==> config.mk <==
export PLATFORM = sky130hd
export DESIGN_NAME = npu_circ_buf
export DESIGN_NICKNAME = d
export VERILOG_FILES = /design/src/hw/npu_pkg.sv /design/src/hw/npu_circ_buf.sv
export VERILOG_INCLUDE_DIRS = /design/src /design/src/hw
export SDC_FILE = /design/constraint.sdc
export NUM_CORES = 1
export LEC_CHECK = 0
export ABC_AREA = 1
export BUFFER_PORTS_ARGS = -buffer_cell sky130_fd_sc_hd__buf_2
export CELL_PAD_IN_SITES_DETAIL_PLACEMENT = 1
export CELL_PAD_IN_SITES_GLOBAL_PLACEMENT = 1
export CORE_ASPECT_RATIO = 0.9
export CORE_MARGIN = 4
export CORE_UTILIZATION = 45
export DETAILED_ROUTE_END_ITERATION = 7
export PLACE_DENSITY_LB_ADDON = 0.1
export SLEW_MARGIN = 15
export SYNTH_ARGS = -nofsm -noshare
export SYNTH_HDL_FRONTEND = slang
export SYNTH_SLANG_ARGS = --single-unit
==> constraint.sdc <==
create_clock -name CLK -period 3.8 [get_ports CLK]
set_input_delay 0.57 -clock CLK [delete_from_list [all_inputs] [get_ports CLK]]
set_output_delay 0.57 -clock CLK [all_outputs]
set_load 0.01 [all_outputs]
==> src/hw/npu_consts.svh <==
`ifndef NPU_CONSTS_SVH
`define NPU_CONSTS_SVH

////////////////////////////////////////////////////////////////////////////
// datapath widths
////////////////////////////////////////////////////////////////////////////

`define NPU_DATA_W      16  // inputs, weights and offsets share one word size
`define NPU_ACC_W       48  // partial sums leave plenty of headroom over 8 products

////////////////////////////////////////////////////////////////////////////
// array size and storage depths
////////////////////////////////////////////////////////////////////////////

`define NPU_NUM_PE      8   // length of the multiply-accumulate chain
`define NPU_WBUF_DEPTH  16  // entries held by each weight ring
`define NPU_OBUF_DEPTH  8   // entries held by the offset ring
`define NPU_AFIFO_DEPTH 8   // partial sums parked between passes

`endif

==> src/hw/npu_pkg.sv <==
`include "npu_consts.svh"

package npu_pkg;

  ////////////////////////////////////////////////////////////////////////////
  // scalar types
  ////////////////////////////////////////////////////////////////////////////

  typedef logic signed [`NPU_DATA_W-1:0] npu_data_t;  // one input, weight or offset word
  typedef logic signed [`NPU_ACC_W-1:0] npu_acc_t;  // partial sum flowing down the chain
  typedef logic [$clog2(`NPU_NUM_PE)-1:0] npu_pe_idx_t;  // picks an element or a weight bank

  ////////////////////////////////////////////////////////////////////////////
  // control words
  ////////////////////////////////////////////////////////////////////////////

  // one configuration write, steered either to a weight ring or to the offset ring
  typedef struct packed {
    logic        valid;      // single cycle write strobe
    logic        to_offset;  // high sends data to the offset ring and ignores bank
    npu_pe_idx_t bank;       // weight ring that receives the word
    npu_data_t   data;       // the weight or offset value itself
  } npu_cfg_wr_t;

  // scheduler controls, sampled fresh on every rising edge
  typedef struct packed {
    logic        compute;  // chain advances and weight rings step on this cycle
    logic        pe_wr;    // latch pe_data into the element named by pe_sel
    npu_pe_idx_t pe_sel;   // element whose input register is loaded
    logic        acc_wr;   // push the chain's last partial sum into the FIFO
    logic        acc_rd;   // pop the FIFO head into element 0 instead of an offset
    npu_pe_idx_t out_sel;  // element whose partial sum drives pe_dout
  } npu_sched_t;

endpackage

==> src/hw/npu_circ_buf.sv <==
`timescale 1ns/1ns

module npu_circ_buf #(
  parameter int DEPTH = 16  // number of entries the ring can hold
) (
  input  logic               CLK,
  input  logic               arst_n,
  input  logic               rd_en,   // step to the next written entry
  input  logic               wr_en,   // append din behind the last written entry
  input  npu_pkg::npu_data_t din,
  output npu_pkg::npu_data_t dout   // current entry, shown without a clock edge
);

  localparam int PTR_W = (DEPTH > 1) ? $clog2(DEPTH) : 1;
  localparam int CNT_W = $clog2(DEPTH + 1);

  npu_pkg::npu_data_t mem [DEPTH];  // ring storage, only written entries are ever shown
  logic [PTR_W-1:0] wr_ptr;  // next free slot
  logic [PTR_W-1:0] rd_ptr;  // entry currently on dout
  logic [CNT_W-1:0] count;  // how many entries have been written so far
  logic             empty;
  logic             full;
  logic             rd_last;  // read pointer sits on the newest entry

  assign empty   = (count == '0);
  assign full    = (count == CNT_W'(DEPTH));
  assign rd_last = ((CNT_W'(rd_ptr) + CNT_W'(1)) == count);

  assign dout = empty ? '0 : mem[rd_ptr];  // an unloaded ring contributes nothing

  ////////////////////////////////////////////////////////////////////////////
  // storage and pointers
  ////////////////////////////////////////////////////////////////////////////

  always_ff @(posedge CLK) begin
    if (wr_en && !full) begin
      mem[wr_ptr] <= din;  // entries stay put once written, the ring only replays them
    end
  end

  always_ff @(posedge CLK or negedge arst_n) begin
    if (!arst_n) begin
      wr_ptr <= '0;
      count  <= '0;
    end else if (wr_en && !full) begin
      wr_ptr <= (wr_ptr == PTR_W'(DEPTH - 1)) ? '0 : wr_ptr + 1'b1;
      count  <= count + 1'b1;
    end
  end

  // the read side loops over the written entries only, not the whole depth
  always_ff @(posedge CLK or negedge arst_n) begin
    if (!arst_n) begin
      rd_ptr <= '0;
    end else if (rd_en && !empty) begin
      rd_ptr <= rd_last ? '0 : rd_ptr + 1'b1;  // wrap back to entry 0 after the newest one
    end
  end

  ////////////////////////////////////////////////////////////////////////////
  // protocol checks
  ////////////////////////////////////////////////////////////////////////////

  // configuration and compute are separate phases, so a ring never steps while it is loaded
  a_no_rd_with_wr : assert property (@(posedge CLK) disable iff (!arst_n)
    !(rd_en && wr_en))
    else $error("circ_buf: read and write in the same cycle");

  // the configuration stream must fit the ring it targets
  a_no_wr_when_full : assert property (@(posedge CLK) disable iff (!arst_n)
    wr_en |-> !full)
    else $error("circ_buf: write to a full ring dropped");

endmodule

==> results.md <==
* Place WS at between 0.8 and 0.9 ns
* WL/cell at 23.6 um
* Synth warn at 0
* Max IR drop VDD at 0.565 mV
* RePlAce Congestion at 0.744
* Setup Skew at roughly 0.011 ns
* Gr busiest metal: met2
* Total number of vias at 7452
* Mapped Cells at 963
* Vias in the first global route at 7722
* Layout Nets at a little over 1k
* Post-synth cell types at 20
* Die ar. at 27400 um^2
* Max-cap violations at 0
* Max-slew violation count at 0
* Non-Filler Instances at ~1.3k
* Tcrit/Tclk final at 92.4%
* Chip height at 157 um
* Status: complete, no violations
* # Post-CTS Setup Buffers at 0
* WS Path Type: reg -> out
* Clk buf depth at 3
* Tightest Hold Check Type: in -> reg
* # rows at 54
* Yosys reg bits at approximately 270
* Post-synthesis sequential area ratio at 71.7%
* Crit Path Max Fanout at 41
* Syn_area_per_cell at 11.6 um^2
* Clk_lat worst skew at 0.55 ns
* Core area at roughly 24000 um^2
* Antenna-violating nets left at 0
* Largest net degree at the start of global routing at 76
* Synth-to-Final Area Change at 12.7%
* Met1 Usage GRT at a little under a third
* Worst EP arrival at just under 3 ns
* Fraction of layout cells with a size suffix above 1 at about an eighth
* DRC at 0
* Setup_tns at 0 ns
* Fillers at 2558
* Synth Net Count at 990
* Final Util at 51.8%
* Final hold viol count at 0
* Worst Max-Slew Pin Slew at 0.919 ns
* Initial DRT Pass Iterations at 5
* Placed cells at 1281
* Routed WL at 31.5 mm
* CTS clock-pin slew for the worst setup and hold paths at 0.06 ns
* First-pass GRT wire length at ~48 mm
* CTS Sinks at 269
* CTS tree: yes
* H-Tree Depth at 1
* CP endpoint kind: output port
* Max Clk Rate at roughly 280 MHz
* Period minus WS final at 3.51 ns
* I/O pins at 36
* Met3 global-route usage at 3.34%
* DR vias/cell at 5.59
* Initial drt markers at 507
* RSZ-0062 raised after global routing: no
* HPWL after detailed placement at 17.4 mm
* Root Driver: clkbuf_16
* IO Port Bufs at 35
* Chip width at around 170 um
* CP required at 3.23 ns
* Final setup vio count at 0
* GRT Residual Overflow at 0
* Met2 Track Usage GR at 39.8%
* Setup slack after layout at around 0.29 ns
* Power Total at just under 10 mW
* Initial Utilization at 45.9%
* Crit path launch type: flip-flop
* PD cells at 784 nW/um^2
* Number of CTS-inserted buffers at 29
* Slew headroom at 38.3%
* P_leak at between 4 and 5 nW
* Netlist Area Pre-Place at 11200 um^2
* Total GRT Usage at 23.1%
* # diodes at 0
* Initial antenna violation count at 2
[routing by layer]
metal / up-vias / wire [um]
li1: 3426 / -
met1: 3815 / 13700
met2: 145 / 15400
met3: 62 / 1330
met4: 4 / 965
met5: - / 32
[worst max-delay path: stages, from the launching register on]
cell     delay, ns
dfrtp_4       0.65
inv_4         0.35
buf_12        0.27
nand2_1       0.08
nand3_1       0.07
nand3_1       0.07
nand2_1       0.12
nand2_1       0.06
a21oi_1       0.43
buf_2         0.23
[synthesized netlist by cell type (all sizes together)]
cell    instances  share of area [%]
nand3         201                9.0
clkinv          1              0.034
xnor2           2               0.16
nor3            2              0.090
a21oi          16               0.72
buf            50                3.1
nand4           4               0.22
edfxtp        256                 69
dfrtp          13                2.9
inv            16               0.54
xor2            7               0.55
ha              7               0.78
o21ai           5               0.22
nand2         353                 12
nor2           25               0.84
clkbuf          5               0.17
[cells in the final DEF (no fill, tap or decap), types with 4 or more instances in the layout]
cell type | synthesis | final
clkbuf_1 | 5 | 7
nor2_1 | 25 | 9
nor2_2 | 0 | 16
a21oi_1 | 16 | 16
nand4_1 | 4 | 4
buf_12 | 0 | 7
buf_4 | 2 | 23
ha_1 | 7 | 7
dfrtp_1 | 13 | 10
clkinv_1 | 1 | 11
clkbuf_16 | 0 | 29
nand2_1 | 353 | 353
xor2_1 | 7 | 7
o21ai_0 | 5 | 5
edfxtp_1 | 256 | 256
nand3_1 | 201 | 201
inv_1 | 14 | 14
clkinv_2 | 0 | 4
buf_2 | 31 | 35
[registers in the layout, indices dropped and copies added (netlist names)]
| name | cells |
|---|---|
| mem | 256 |
| count | 5 |
| wr_ptr | 4 |
| rd_ptr | 4 |
[final cells by class]
class                      instances  area, um^2  area share, %
clock buffer                      36         752           5.97
clock inverter                    16        96.3          0.765
inverter                          17        66.3          0.527
multi-input combinational        622        2770           22.0
sequential                       269        8020           63.7
tap                              308         385           3.06
timing repair buffer              66         498           3.96
[cells by family (layout without fill, tap and decap cells)]
group	after synthesis	after routing	synth area share, %
compound gates	21	21	0.941
xor+xnor	9	9	0.706
flops	269	269	71.7
buf+inv	72	135	3.84
fa+ha+maj	7	7	0.784
simple gates	585	585	22.0
[final timing paths]
path	cells after the start	startpoint	endpoint	slack (ns)
max reg2reg	8	count[0]	mem[8][4]	1.08
min	1	din[4]	mem[12][4]	0.40
max in group asynchronous	2	arst_n	rd_ptr[0]	3.08
max	9	rd_ptr[0]	dout[10]	0.29
min in group asynchronous	2	arst_n	count[1]	0.44
min reg2reg	1	count[3]	count[3]	0.55
[per-stage QoR]
| stage | hold WS (ns) | area (um^2) |
|---|---|---|
| 2_1_floorplan | 0.274 | 11200 |
| 3_5_place_dp | 0.485 | 11700 |
| 4_1_cts | 0.372 | 12600 |
| 5_1_grt | 0.396 | 12600 |
| 3_3_place_gp | 0.482 | 11700 |
| 6_report | 0.400 | 12600 |
[power breakdown]
| part | switching (mW) | leakage (nW) | total [mW] | internal (mW) |
|---|---|---|---|---|
| combinational | 2.45 | 1.82 | 3.50 | 1.05 |
| clock | 1.11 | 0.416 | 2.56 | 1.46 |
| sequential | 0.221 | 2.47 | 3.81 | 3.58 |
[timing repair]
| item | CTS | global route |
|---|---|---|
| endpoints found under the hold margin | 13 | 0 |
| hold buffers | 1 | 0 |
| gates resized for setup | 0 | 0 |
Power figures use the tool's default switching activity.
