==> src/hw/npu_consts.svh <==
`ifndef NPU_CONSTS_SVH
`define NPU_CONSTS_SVH

////////////////////////////////////////////////////////////////////////////
// datapath widths
////////////////////////////////////////////////////////////////////////////

`define NPU_DATA_W      16  // inputs, weights and offsets share one word size
`define NPU_ACC_W       48  // partial sums leave plenty of headroom over 8 products

////////////////////////////////////////////////////////////////////////////
// array size and storage depths
////////////////////////////////////////////////////////////////////////////

`define NPU_NUM_PE      8   // length of the multiply-accumulate chain
`define NPU_WBUF_DEPTH  16  // entries held by each weight ring
`define NPU_OBUF_DEPTH  8   // entries held by the offset ring
`define NPU_AFIFO_DEPTH 8   // partial sums parked between passes

`endif

==> src/hw/npu_pkg.sv <==
`include "npu_consts.svh"

package npu_pkg;

  ////////////////////////////////////////////////////////////////////////////
  // scalar types
  ////////////////////////////////////////////////////////////////////////////

  typedef logic signed [`NPU_DATA_W-1:0] npu_data_t;  // one input, weight or offset word
  typedef logic signed [`NPU_ACC_W-1:0] npu_acc_t;  // partial sum flowing down the chain
  typedef logic [$clog2(`NPU_NUM_PE)-1:0] npu_pe_idx_t;  // picks an element or a weight bank

  ////////////////////////////////////////////////////////////////////////////
  // control words
  ////////////////////////////////////////////////////////////////////////////

  // one configuration write, steered either to a weight ring or to the offset ring
  typedef struct packed {
    logic        valid;      // single cycle write strobe
    logic        to_offset;  // high sends data to the offset ring and ignores bank
    npu_pe_idx_t bank;       // weight ring that receives the word
    npu_data_t   data;       // the weight or offset value itself
  } npu_cfg_wr_t;

  // scheduler controls, sampled fresh on every rising edge
  typedef struct packed {
    logic        compute;  // chain advances and weight rings step on this cycle
    logic        pe_wr;    // latch pe_data into the element named by pe_sel
    npu_pe_idx_t pe_sel;   // element whose input register is loaded
    logic        acc_wr;   // push the chain's last partial sum into the FIFO
    logic        acc_rd;   // pop the FIFO head into element 0 instead of an offset
    npu_pe_idx_t out_sel;  // element whose partial sum drives pe_dout
  } npu_sched_t;

endpackage

==> src/hw/npu_accum_fifo.sv <==
`timescale 1ns/1ns

`include "npu_consts.svh"

module npu_accum_fifo (
  input  logic              CLK,
  input  logic              arst_n,
  input  logic              wr_en,  // push din at the tail
  input  logic              rd_en,  // drop the head, the next entry shows a cycle later
  input  npu_pkg::npu_acc_t din,  // chain output
  output npu_pkg::npu_acc_t dout  // head, visible before the pop
);

  localparam int DEPTH = `NPU_AFIFO_DEPTH;
  localparam int PTR_W = $clog2(DEPTH);
  localparam int CNT_W = $clog2(DEPTH + 1);

  npu_pkg::npu_acc_t mem [DEPTH];  // parked partial sums
  logic [PTR_W-1:0]  wr_ptr;  // tail slot
  logic [PTR_W-1:0]  rd_ptr;  // head slot
  logic [CNT_W-1:0]  count;  // occupancy
  logic              empty;
  logic              full;
  logic              push;  // accepted write
  logic              pop;  // accepted read

  assign empty = (count == '0);
  assign full  = (count == CNT_W'(DEPTH));
  assign push  = wr_en && (!full || rd_en);  // a full FIFO still takes a push while it pops
  assign pop   = rd_en && !empty;

  assign dout = empty ? '0 : mem[rd_ptr];  // show-ahead head

  ////////////////////////////////////////////////////////////////////////////
  // storage and pointers
  ////////////////////////////////////////////////////////////////////////////

  always_ff @(posedge CLK) begin
    if (push) begin
      mem[wr_ptr] <= din;
    end
  end

  always_ff @(posedge CLK or negedge arst_n) begin
    if (!arst_n) begin
      wr_ptr <= '0;
      rd_ptr <= '0;
      count  <= '0;
    end else begin
      if (push) begin
        wr_ptr <= wr_ptr + 1'b1;  // depth is a power of two so the pointer wraps by itself
      end
      if (pop) begin
        rd_ptr <= rd_ptr + 1'b1;
      end
      case ({push, pop})
        2'b10:   count <= count + 1'b1;
        2'b01:   count <= count - 1'b1;
        default: count <= count;  // both or neither leave occupancy unchanged
      endcase
    end
  end

  // there is no back-pressure, the scheduler alone keeps the FIFO in range
  a_no_overflow : assert property (@(posedge CLK) disable iff (!arst_n)
    (wr_en && full) |-> rd_en)
    else $error("accum_fifo: push to a full FIFO");

  a_no_underflow : assert property (@(posedge CLK) disable iff (!arst_n)
    rd_en |-> !empty)
    else $error("accum_fifo: pop from an empty FIFO");

endmodule

==> config.mk <==
export PLATFORM = sky130hd
export DESIGN_NAME = npu_accum_fifo
export DESIGN_NICKNAME = d
export VERILOG_FILES = /design/src/hw/npu_pkg.sv /design/src/hw/npu_accum_fifo.sv
export VERILOG_INCLUDE_DIRS = /design/src /design/src/hw
export SDC_FILE = /design/constraint.sdc
export NUM_CORES = 1
export LEC_CHECK = 0
export ABC_AREA = 1
export BUFFER_PORTS_ARGS = -buffer_cell sky130_fd_sc_hd__buf_2
export CAP_MARGIN = 15
export CORE_ASPECT_RATIO = 0.8
export CORE_MARGIN = 1.5
export CORE_UTILIZATION = 54
export CTS_CLUSTER_SIZE = 16
export DETAILED_ROUTE_END_ITERATION = 6
export GPL_TIMING_DRIVEN = 0
export PLACE_DENSITY = 0.81
export SETUP_SLACK_MARGIN = 0.3
export SYNTH_ARGS = -nofsm -noshare
export SYNTH_HDL_FRONTEND = slang
export SYNTH_SLANG_ARGS = --single-unit
==> constraint.sdc <==
create_clock -name CLK -period 3.15 [get_ports CLK]
set_input_delay 0.1575 -clock CLK [delete_from_list [all_inputs] [get_ports CLK]]
set_output_delay 0.1575 -clock CLK [all_outputs]
set_load 0.005 [all_outputs]
==> flow_summary.ini, run 1 <==
[worst_setup_path]
path_cells = inv_2 -> buf_6 -> clkbuf_1 -> o21ai_0 -> o22ai_1 -> nor2_1 -> nor2_1 -> buf_2
end_kind = primary output
cp.required_ns = 2.99
rr_endpoint = mem[5][9]$_DFFE_PP_
criticalPathCategory = flop to primary output
worst_r2r_path_depth = 8
timing.rr.start = count[3]$_DFFE_PN0P_
arrival_ns = 2.59
cp_slowest_cell = clkbuf_1
path_max_fanout = 10
start_kind = flop
crit_top_cell = nor2_1
reg2reg_slack_ns = 0.62
crit_path_max_incr_delay_ns = 0.50

[clock_tree]
cts_buffers = 37
cts_root_buffer = clkbuf_16
worst_skew_pair.late_latency_ns = 0.52
cts_setup_buffers = 0
clock_path_buffers = 3
numClockSinks = 394
cts_max_level = 2
cts_tree = done
clk_pin_slew_ns = 0.06

[yosys]
synth_cells = 1218
avgSynthCellArea_um2 = 12.9
synth_nets = 1275
synth_adder_area_share = 0.00399
synth_warnings = 0
synth_top_family_by_area = compound AO/OA/AOI/OAI gates
synthMuxAreaShare = 0
synth_cell_types = 25
synth-xor-area-share = 0.00280
synth_simple_gate_area_frac = 0.104
synth.yosys.seq_area_share = 0.752
synth-seq-cells = 394
synth_compound_area_frac = 0.105
synth_area_um2 = 15700

[global_route]
grt_usage = 0.261
grt_max_degree = 30
grt_first_pass_wirelength_um = 59200
grt_pass1_vias = 10354
grt_antenna_before_repair = 0
grt-ovfl-total = 0

[floorplan]
fp-row-count = 55
ios = 100
die-area_um2 = 30000
initial_core_util = 0.551
die_w_um = 193
fp.dieH_um = 155
core_area_um2 = 28400

[sta]
drv_slew = 0
fmax_ghz = 0.364
hold_violations = 0
worst_pin_slew_ns = 0.954
setup_viol = 0
holdWs_ns = 0.0318
fin_ws_ns = 0.399
finalCritPeriodShare = 0.873
finalClockSkew_ns = 0.0145
period_needed_ns = 2.75
slew_headroom = 0.363
grt_setup_unrepaired = no

[drt]
vias = 10663
totalWireLength_um = 39000
dr.pass1.iters = 7
avgRoutedWirePerCell_um = 21.5
drc = 6
drtIter0Drc = 1251
ant_nets = 0
viasPerCell = 5.87

[power]
p_leak_nw = 6.57
peakVddDrop_mv = 0.559
pwr_density_cell_nw_per_um2 = 949
finalPower_mw = 17.7

[status]
outcome = finished, violations left
violations = design-rule violations

[final_layout]
layout_common_cells = edfxtp_1, nor2_1, o21ai_0, buf_2, nand2_1
nFillCells = 1973
final_common_cell = edfxtp_1
drive_above_1_share = 0.153
antenna_cells = 0
final_nets = 1475
area_delta_synth_final_pct = 18.8

[worst_hold_path]
hp-start = wr_en
hold-path-endpoint = wr_ptr[0]$_DFFE_PN0P_
holdPathStages = 4
hp-class = primary input to flop

[job]
max-cap-violations = 0

[placement]
hpwl_um = 24100
post-place-ws_ns = 0.637
port_buffers = 99
routabilityCongestion = 0.808
per-stage QoR:
step           cells  utilization  setup TNS, ns  instance area, um^2
2_1_floorplan   1218            -         -57.26                15700
3_3_place_gp    1687        0.585        -466.12                16600
3_5_place_dp    1699        0.597              0                17000
4_1_cts         1815        0.654              0                18600
5_1_grt         1815        0.655              0                18600
6_report        1815        0.655              0                18600
synthesized netlist by cell type (all sizes together):
cell,number,area (um^2)
a21oi,1,5.00
a31oi,1,6.26
buf,38,292
clkbuf,41,163
dfrtp,10,250
edfxtp,384,11500
ha,5,62.6
inv,13,48.8
nand2,73,274
nand3,5,25.0
nor2,349,1310
o211ai,48,360
o21ai,195,976
o22ai,48,300
or2,2,12.5
xnor2,3,26.3
xor2,2,17.5
how the worst max path moves through the flow:
stage	startpoint	end	slack, ns	cells past startpoint
finish	rd_ptr[0]$_DFFE_PN0P_	dout[23]	0.40	8
global route	rd_ptr[0]$_DFFE_PN0P_	dout[15]	0.35	8
CTS	rd_ptr[2]$_DFFE_PN0P_	dout[23]	0.30	6
detailed placement	count[3]$_DFFE_PN0P_	mem[5][18]$_DFFE_PP_	0.64	8
global placement	count[3]$_DFFE_PN0P_	mem[0][20]$_DFFE_PP_	-2.15	6
floorplan	count[3]$_DFFE_PN0P_	mem[0][0]$_DFFE_PP_	-0.30	6
area by class of cell:
| type | count | area [um^2] | area share |
|---|---|---|---|
| Inverter | 13 | 48.8 | 0.00262 |
| Tap cell | 370 | 463 | 0.0249 |
| Sequential cell | 394 | 11800 | 0.633 |
| Timing Repair Buffer | 161 | 1270 | 0.0685 |
| Multi-Input combinational cell | 732 | 3440 | 0.185 |
| Buffer | 79 | 462 | 0.0248 |
| Clock buffer | 48 | 1020 | 0.0548 |
| Clock inverter | 18 | 119 | 0.00639 |
report_power, final:
part | switching, mW | internal (mW) | total, mW | leakage [nW]
Clock | 1.87 | 2.38 | 4.24 | 0.552
Combinational | 4.49 | 2.25 | 6.73 | 2.41
Sequential | 0.192 | 6.49 | 6.68 | 3.61
Total | 6.54 | 11.1 | 17.7 | 6.57
routing by layer:
metal	track usage	up-vias	share of wire
met1	0.372	5192	0.41
li1	-	4813	-
met4	0.0682	0	0.020
met3	0.0410	68	0.093
met5	0	-	0
met2	0.427	590	0.48
cells by family after synthesis:
kind of cell | after synthesis
AND/OR/NAND/NOR | 429
AO/OA/AOI/OAI | 293
buffers and inverters | 92
flip-flops | 394
XOR/XNOR | 5
adder cells (fa/ha/maj) | 5
state kept, by name, summed over array words and instances, names as in the netlist:
register  count
mem         384
count         4
rd_ptr        3
wr_ptr        3
worst max-delay path, delay by kind of cell (launching register included):
family / cells / cell delay, ns
buffers and inverters: 4 / 0.99
DFF: 1 / 0.48
AOI/OAI and AO/OA: 2 / 0.31
and+or+nand+nor: 2 / 0.27
what timing repair did:
action | CTS | global route
hold endpoints to repair | 395 | 0
resized for setup | 0 | 12
hold buffers | 50 | 0
endpoints found under the setup margin | 0 | 15
Note: power is estimated with default switching activity, not from simulation.
==> run 2: changes to the inputs <==
- BUFFER_PORTS_ARGS: -buffer_cell sky130_fd_sc_hd__buf_2 -> -buffer_cell sky130_fd_sc_hd__buf_4
- CTS_BUF_LIST: default -> sky130_fd_sc_hd__clkbuf_16
- GPL_ROUTABILITY_DRIVEN: default -> 0
==> flow_summary.ini, run 2 (synthesis results as in run 1) <==
[worst_setup_path]
worst_r2r_path_depth = 12
rr_endpoint = count[2]$_DFFE_PN0P_
end_kind = primary output
reg2reg_slack_ns = 0.66
start_kind = flop
arrival_ns = 2.60
cp.required_ns = 2.99
path_max_fanout = 10
criticalPathCategory = flop to primary output
crit_start = rd_ptr[0]$_DFFE_PN0P_
timing.rr.start = count[1]$_DFFE_PN0P_

[clock_tree]
cts_buffers = 37
cts_setup_buffers = 0
clk_pin_slew_ns = 0.07
worst_skew_pair.late_latency_ns = 0.53
cts_root_buffer = clkbuf_16
numClockSinks = 394
cts_tree = done
cts_max_level = 2
clock_path_buffers = 3

[power]
pwr_density_cell_nw_per_um2 = 959
finalPower_mw = 18.1
peakVddDrop_mv = 0.530
p_leak_nw = 6.72

[final_layout]
drive_above_1_share = 0.153
final_nets = 1480
layout_common_cells = edfxtp_1, nor2_1, o21ai_0, buf_4, nand2_1
fin_area_um2 = 18900
area_delta_synth_final_pct = 20.8
largestRegisters = mem (384), count (4)
largest_register_ffs = 384
antenna_cells = 0
largest_register = mem
final_common_cell = edfxtp_1
final_cells = 1818

[global_route]
grt_max_degree = 30
grt_pass1_vias = 10847
grt_antenna_before_repair = 0
grt-ovfl-total = 0
grt_first_pass_wirelength_um = 60800
grt_usage = 0.267

[drt]
vias = 10783
ant_nets = 0
viasPerCell = 5.93
drtIter0Drc = 1376
totalWireLength_um = 39900
drc = 6
avgRoutedWirePerCell_um = 22.0
dr.pass1.iters = 7

[job]
max-cap-violations = 0

[floorplan]
die_w_um = 193
core_area_um2 = 28400
ios = 100
fp-row-count = 55
die-area_um2 = 30000
fp.dieH_um = 155
initial_core_util = 0.551

[status]
violations = design-rule violations
outcome = finished, violations left

[sta]
finalCritPeriodShare = 0.876
finalClockSkew_ns = 0.0201
fin_ws_ns = 0.390
holdWs_ns = 0.401
slew_headroom = 0.421
worst_pin_slew_ns = 0.867
fmax_ghz = 0.362
hold_violations = 0
drv_slew = 0
setup_viol = 0
period_needed_ns = 2.76
grt_setup_unrepaired = yes

[placement]
place_inst = 1701
placed_cell_area_um2 = 17200
port_buffers = 99
post-place-ws_ns = 0.721
hpwl_um = 24800

[worst_hold_path]
hp-class = primary input to flop
hp-start = din[42]
holdPathStages = 2
hold-path-endpoint = mem[1][42]$_DFFE_PP_
-- run 2: cell types whose count changed in the layout (fill, tap and decap cells not counted), sizes merged --
cell	delta
clkbuf	-9
buf	+2
clkinvlp	-2
dlygate4sd3	+3
bufinv	+1
inv	+8
-- run 2: worst max path at each step --
stage / end / slack [ns] / cells past startpoint
after floorplan: mem[0][0]$_DFFE_PP_ / -0.30 / 6
after global placement: mem[0][20]$_DFFE_PP_ / -2.20 / 6
after detailed placement: mem[4][20]$_DFFE_PP_ / 0.72 / 7
after CTS: dout[33] / 0.34 / 6
after global routing: dout[33] / 0.29 / 9
final: dout[41] / 0.39 / 8
-- run 2: layout make-up --
cell class / instances / area [um^2]
sequential: 394 / 11800
fill: 1909 / 9500
multi-input combinational: 732 / 3440
timing repair buffer: 166 / 1590
clock buffer: 39 / 976
buffer: 79 / 463
tap: 370 / 463
clock inverter: 25 / 164
inverter: 13 / 48.8
-- run 2: what timing repair did --
action	CTS	global route
hold buffers	53	0
resized for setup	2	10
gates cloned	0	0
pin swaps	0	0
setup endpoints to repair	2	10
hold endpoints to repair	396	0
-- run 2: power breakdown --
group,switching [mW],internal [mW]
combinational,4.58,2.61
clock,1.88,2.40
sequential,0.196,6.49
-- run 2: critical path, stage by stage, from the launching register on --
cell and delay, ns:
dfrtp_1 0.49, inv_2 0.15, buf_6 0.18, clkbuf_1 0.46, o21ai_1 0.18, o211ai_1 0.12, nand2_1 0.09, nor2_1 0.22
buf_4 0.16
-- run 2: per-layer routing --
metal / up-vias / track usage / share of wire
met5: - / 0 / 0
met4: 0 / 0.0937 / 0.028
met3: 106 / 0.0421 / 0.10
met2: 681 / 0.450 / 0.48
met1: 5192 / 0.358 / 0.39
li1: 4804 / - / -
-- run 2: through the flow --
stage               TNS, ns   util
floorplan            -57.26      -
global placement    -461.25  0.594
detailed placement        0  0.607
CTS                       0  0.666
global route              0  0.666
finish                    0  0.666
==> run 3: changes to the inputs <==
- CORE_UTILIZATION: 54 -> 51
- PLACE_DENSITY: 0.81 -> 0.78
==> flow_summary.ini, run 3 (synthesis results as in run 1) <==
[status]
outcome = completed

[sta]
drv_slew = 0
grt_setup_unrepaired = yes
finalCritPeriodShare = 0.890
setup_viol = 0
hold_violations = 0
slew_headroom = 0.380
worst_pin_slew_ns = 0.927
period_needed_ns = 2.80
holdWs_ns = 0.0436
fmax_ghz = 0.357
finalClockSkew_ns = 0.0122

[worst_setup_path]
crit_top_cell = nor2_1
crit_path_max_incr_delay_ns = 0.48
arrival_ns = 2.65
reg2reg_slack_ns = 0.58
criticalPathCategory = flop to primary output
cp_slowest_cell = clkbuf_1
path_cells = inv_2 -> buf_6 -> clkbuf_1 -> o21ai_0 -> o22ai_1 -> nor2_1 -> nor2_1 -> buf_4
path_max_fanout = 10
start_kind = flop
end_kind = primary output
cp.required_ns = 2.99

[floorplan]
fp-row-count = 57
fp.dieH_um = 160
initial_core_util = 0.517
ios = 100
core_area_um2 = 30300
die-area_um2 = 31800
die_w_um = 199

[drt]
wl_met3_um = 3570
drtIter0Drc = 1363
drc = 0
ant_nets = 0
wl_met2_um = 19100
drt-met1-wl_um = 15800
vias = 10625
viasPerCell = 5.71
avgRoutedWirePerCell_um = 21.1
totalWireLength_um = 39300
dr.pass1.iters = 5
highest_layer = met4

[final_layout]
drive_above_1_share = 0.151
final_common_cell = edfxtp_1
largestRegisters = mem (384), count (4)
utilization = 0.626
layout_common_cells = edfxtp_1, nor2_1, o21ai_0, buf_4, nand2_1
final_nets = 1477
area_delta_synth_final_pct = 21.1
largest_register_ffs = 384
largest_register = mem

[power]
p_leak_nw = 6.70
pwr_density_cell_nw_per_um2 = 956
peakVddDrop_mv = 0.729

[clock_tree]
cts_root_buffer = clkbuf_16
cts_buffers = 38
cts_tree = done
clock_path_buffers = 3
cts_setup_buffers = 0
worst_skew_pair.late_latency_ns = 0.53
clk_pin_slew_ns = 0.06
cts_max_level = 2
numClockSinks = 394

[global_route]
grt_max_degree = 28
grt-ovfl-total = 0
grt_pass1_vias = 10586
grt_usage = 0.250
grt_first_pass_wirelength_um = 59700
grt_antenna_before_repair = 1

[placement]
port_buffers = 99
hpwl_um = 24600

[job]
max-cap-violations = 0

[worst_hold_path]
hp-class = primary input to flop
run 3: changes by cell type in the layout (fill, tap and decap cells not counted), moves of 2 or more:
cell / before / now
clkinv_1: 10 / 13
dlygate4sd3_1: 53 / 51
clkbuf_16: 39 / 41
clkbuf_1: 27 / 29
inv_6: 2 / 0
buf_12: 10 / 7
inv_1: 20 / 18
clkbuf_2: 14 / 11
run 3: worst max-delay path: cells and delay by family, from the launching register on:
family                 cells  cell delay, ns
AO/OA/AOI/OAI              2            0.33
buffers and inverters      4            0.98
AND/OR/NAND/NOR            2            0.32
flip-flops                 1            0.47
run 3: final timing paths:
| path | cells after the start | startpoint | endpoint |
|---|---|---|---|
| worst max-delay path | 8 | rd_ptr[0]$_DFFE_PN0P_ | dout[41] |
| worst min-delay path | 4 | wr_en | wr_ptr[0]$_DFFE_PN0P_ |
| worst max register to register | 8 | count[3]$_DFFE_PN0P_ | mem[7][21]$_DFFE_PP_ |
| worst min register to register | 1 | count[0]$_DFFE_PN0P_ | count[0]$_DFFE_PN0P_ |
| max in group asynchronous | 3 | arst_n | rd_ptr[2]$_DFFE_PN0P_ |
| min in group asynchronous | 3 | arst_n | wr_ptr[2]$_DFFE_PN0P_ |
run 3: metal layers:
layer | vias up | GRT usage
met5 | - | 0
met4 | 0 | 0.0696
met3 | 76 | 0.0420
met2 | 553 | 0.410
met1 | 5187 | 0.347
li1 | 4809 | -
run 3: timing repair:
item,4_1_cts,5_1_grt
hold buffers,51,0
resized for setup,0,9
setup endpoints to repair,0,20
endpoints found under the hold margin,395,0
run 3: final cells by class:
| class | count | area (um^2) |
|---|---|---|
| flip-flops and latches | 394 | 11800 |
| fillers | 2188 | 11300 |
| multi-input cells | 732 | 3440 |
| repair buffers | 162 | 1540 |
| clock buffers | 41 | 1030 |
| well taps | 413 | 517 |
| plain buffers | 79 | 459 |
| clock inverters | 26 | 163 |
| inverters | 13 | 48.8 |
| diodes | 1 | 2.50 |
run 3: through the flow:
| stage | instances | power, mW | setup TNS [ns] | setup slack, ns | area [um^2] |
|---|---|---|---|---|---|
| 2_1_floorplan | 1218 | 10.6 | -57.26 | -0.298 | 15700 |
| 3_3_place_gp | 1730 | 13.4 | -462.55 | -2.06 | 16900 |
| 3_5_place_dp | 1742 | 13.7 | 0 | 0.621 | 17300 |
| 4_1_cts | 1860 | 18.1 | 0 | 0.320 | 19000 |
| 5_1_grt | 1860 | 19.1 | 0 | 0.264 | 19000 |
| 6_report | 1861 | 18.1 | 0 | 0.346 | 19000 |
run 3: power breakdown:
group          leakage [nW]  switching [mW]  total (mW)  internal [mW]
Combinational          2.50            4.48        7.06           2.58
Sequential             3.61           0.190        6.68           6.49
Clock                 0.602            1.89        4.39           2.50
Total                  6.70            6.56        18.1           11.6
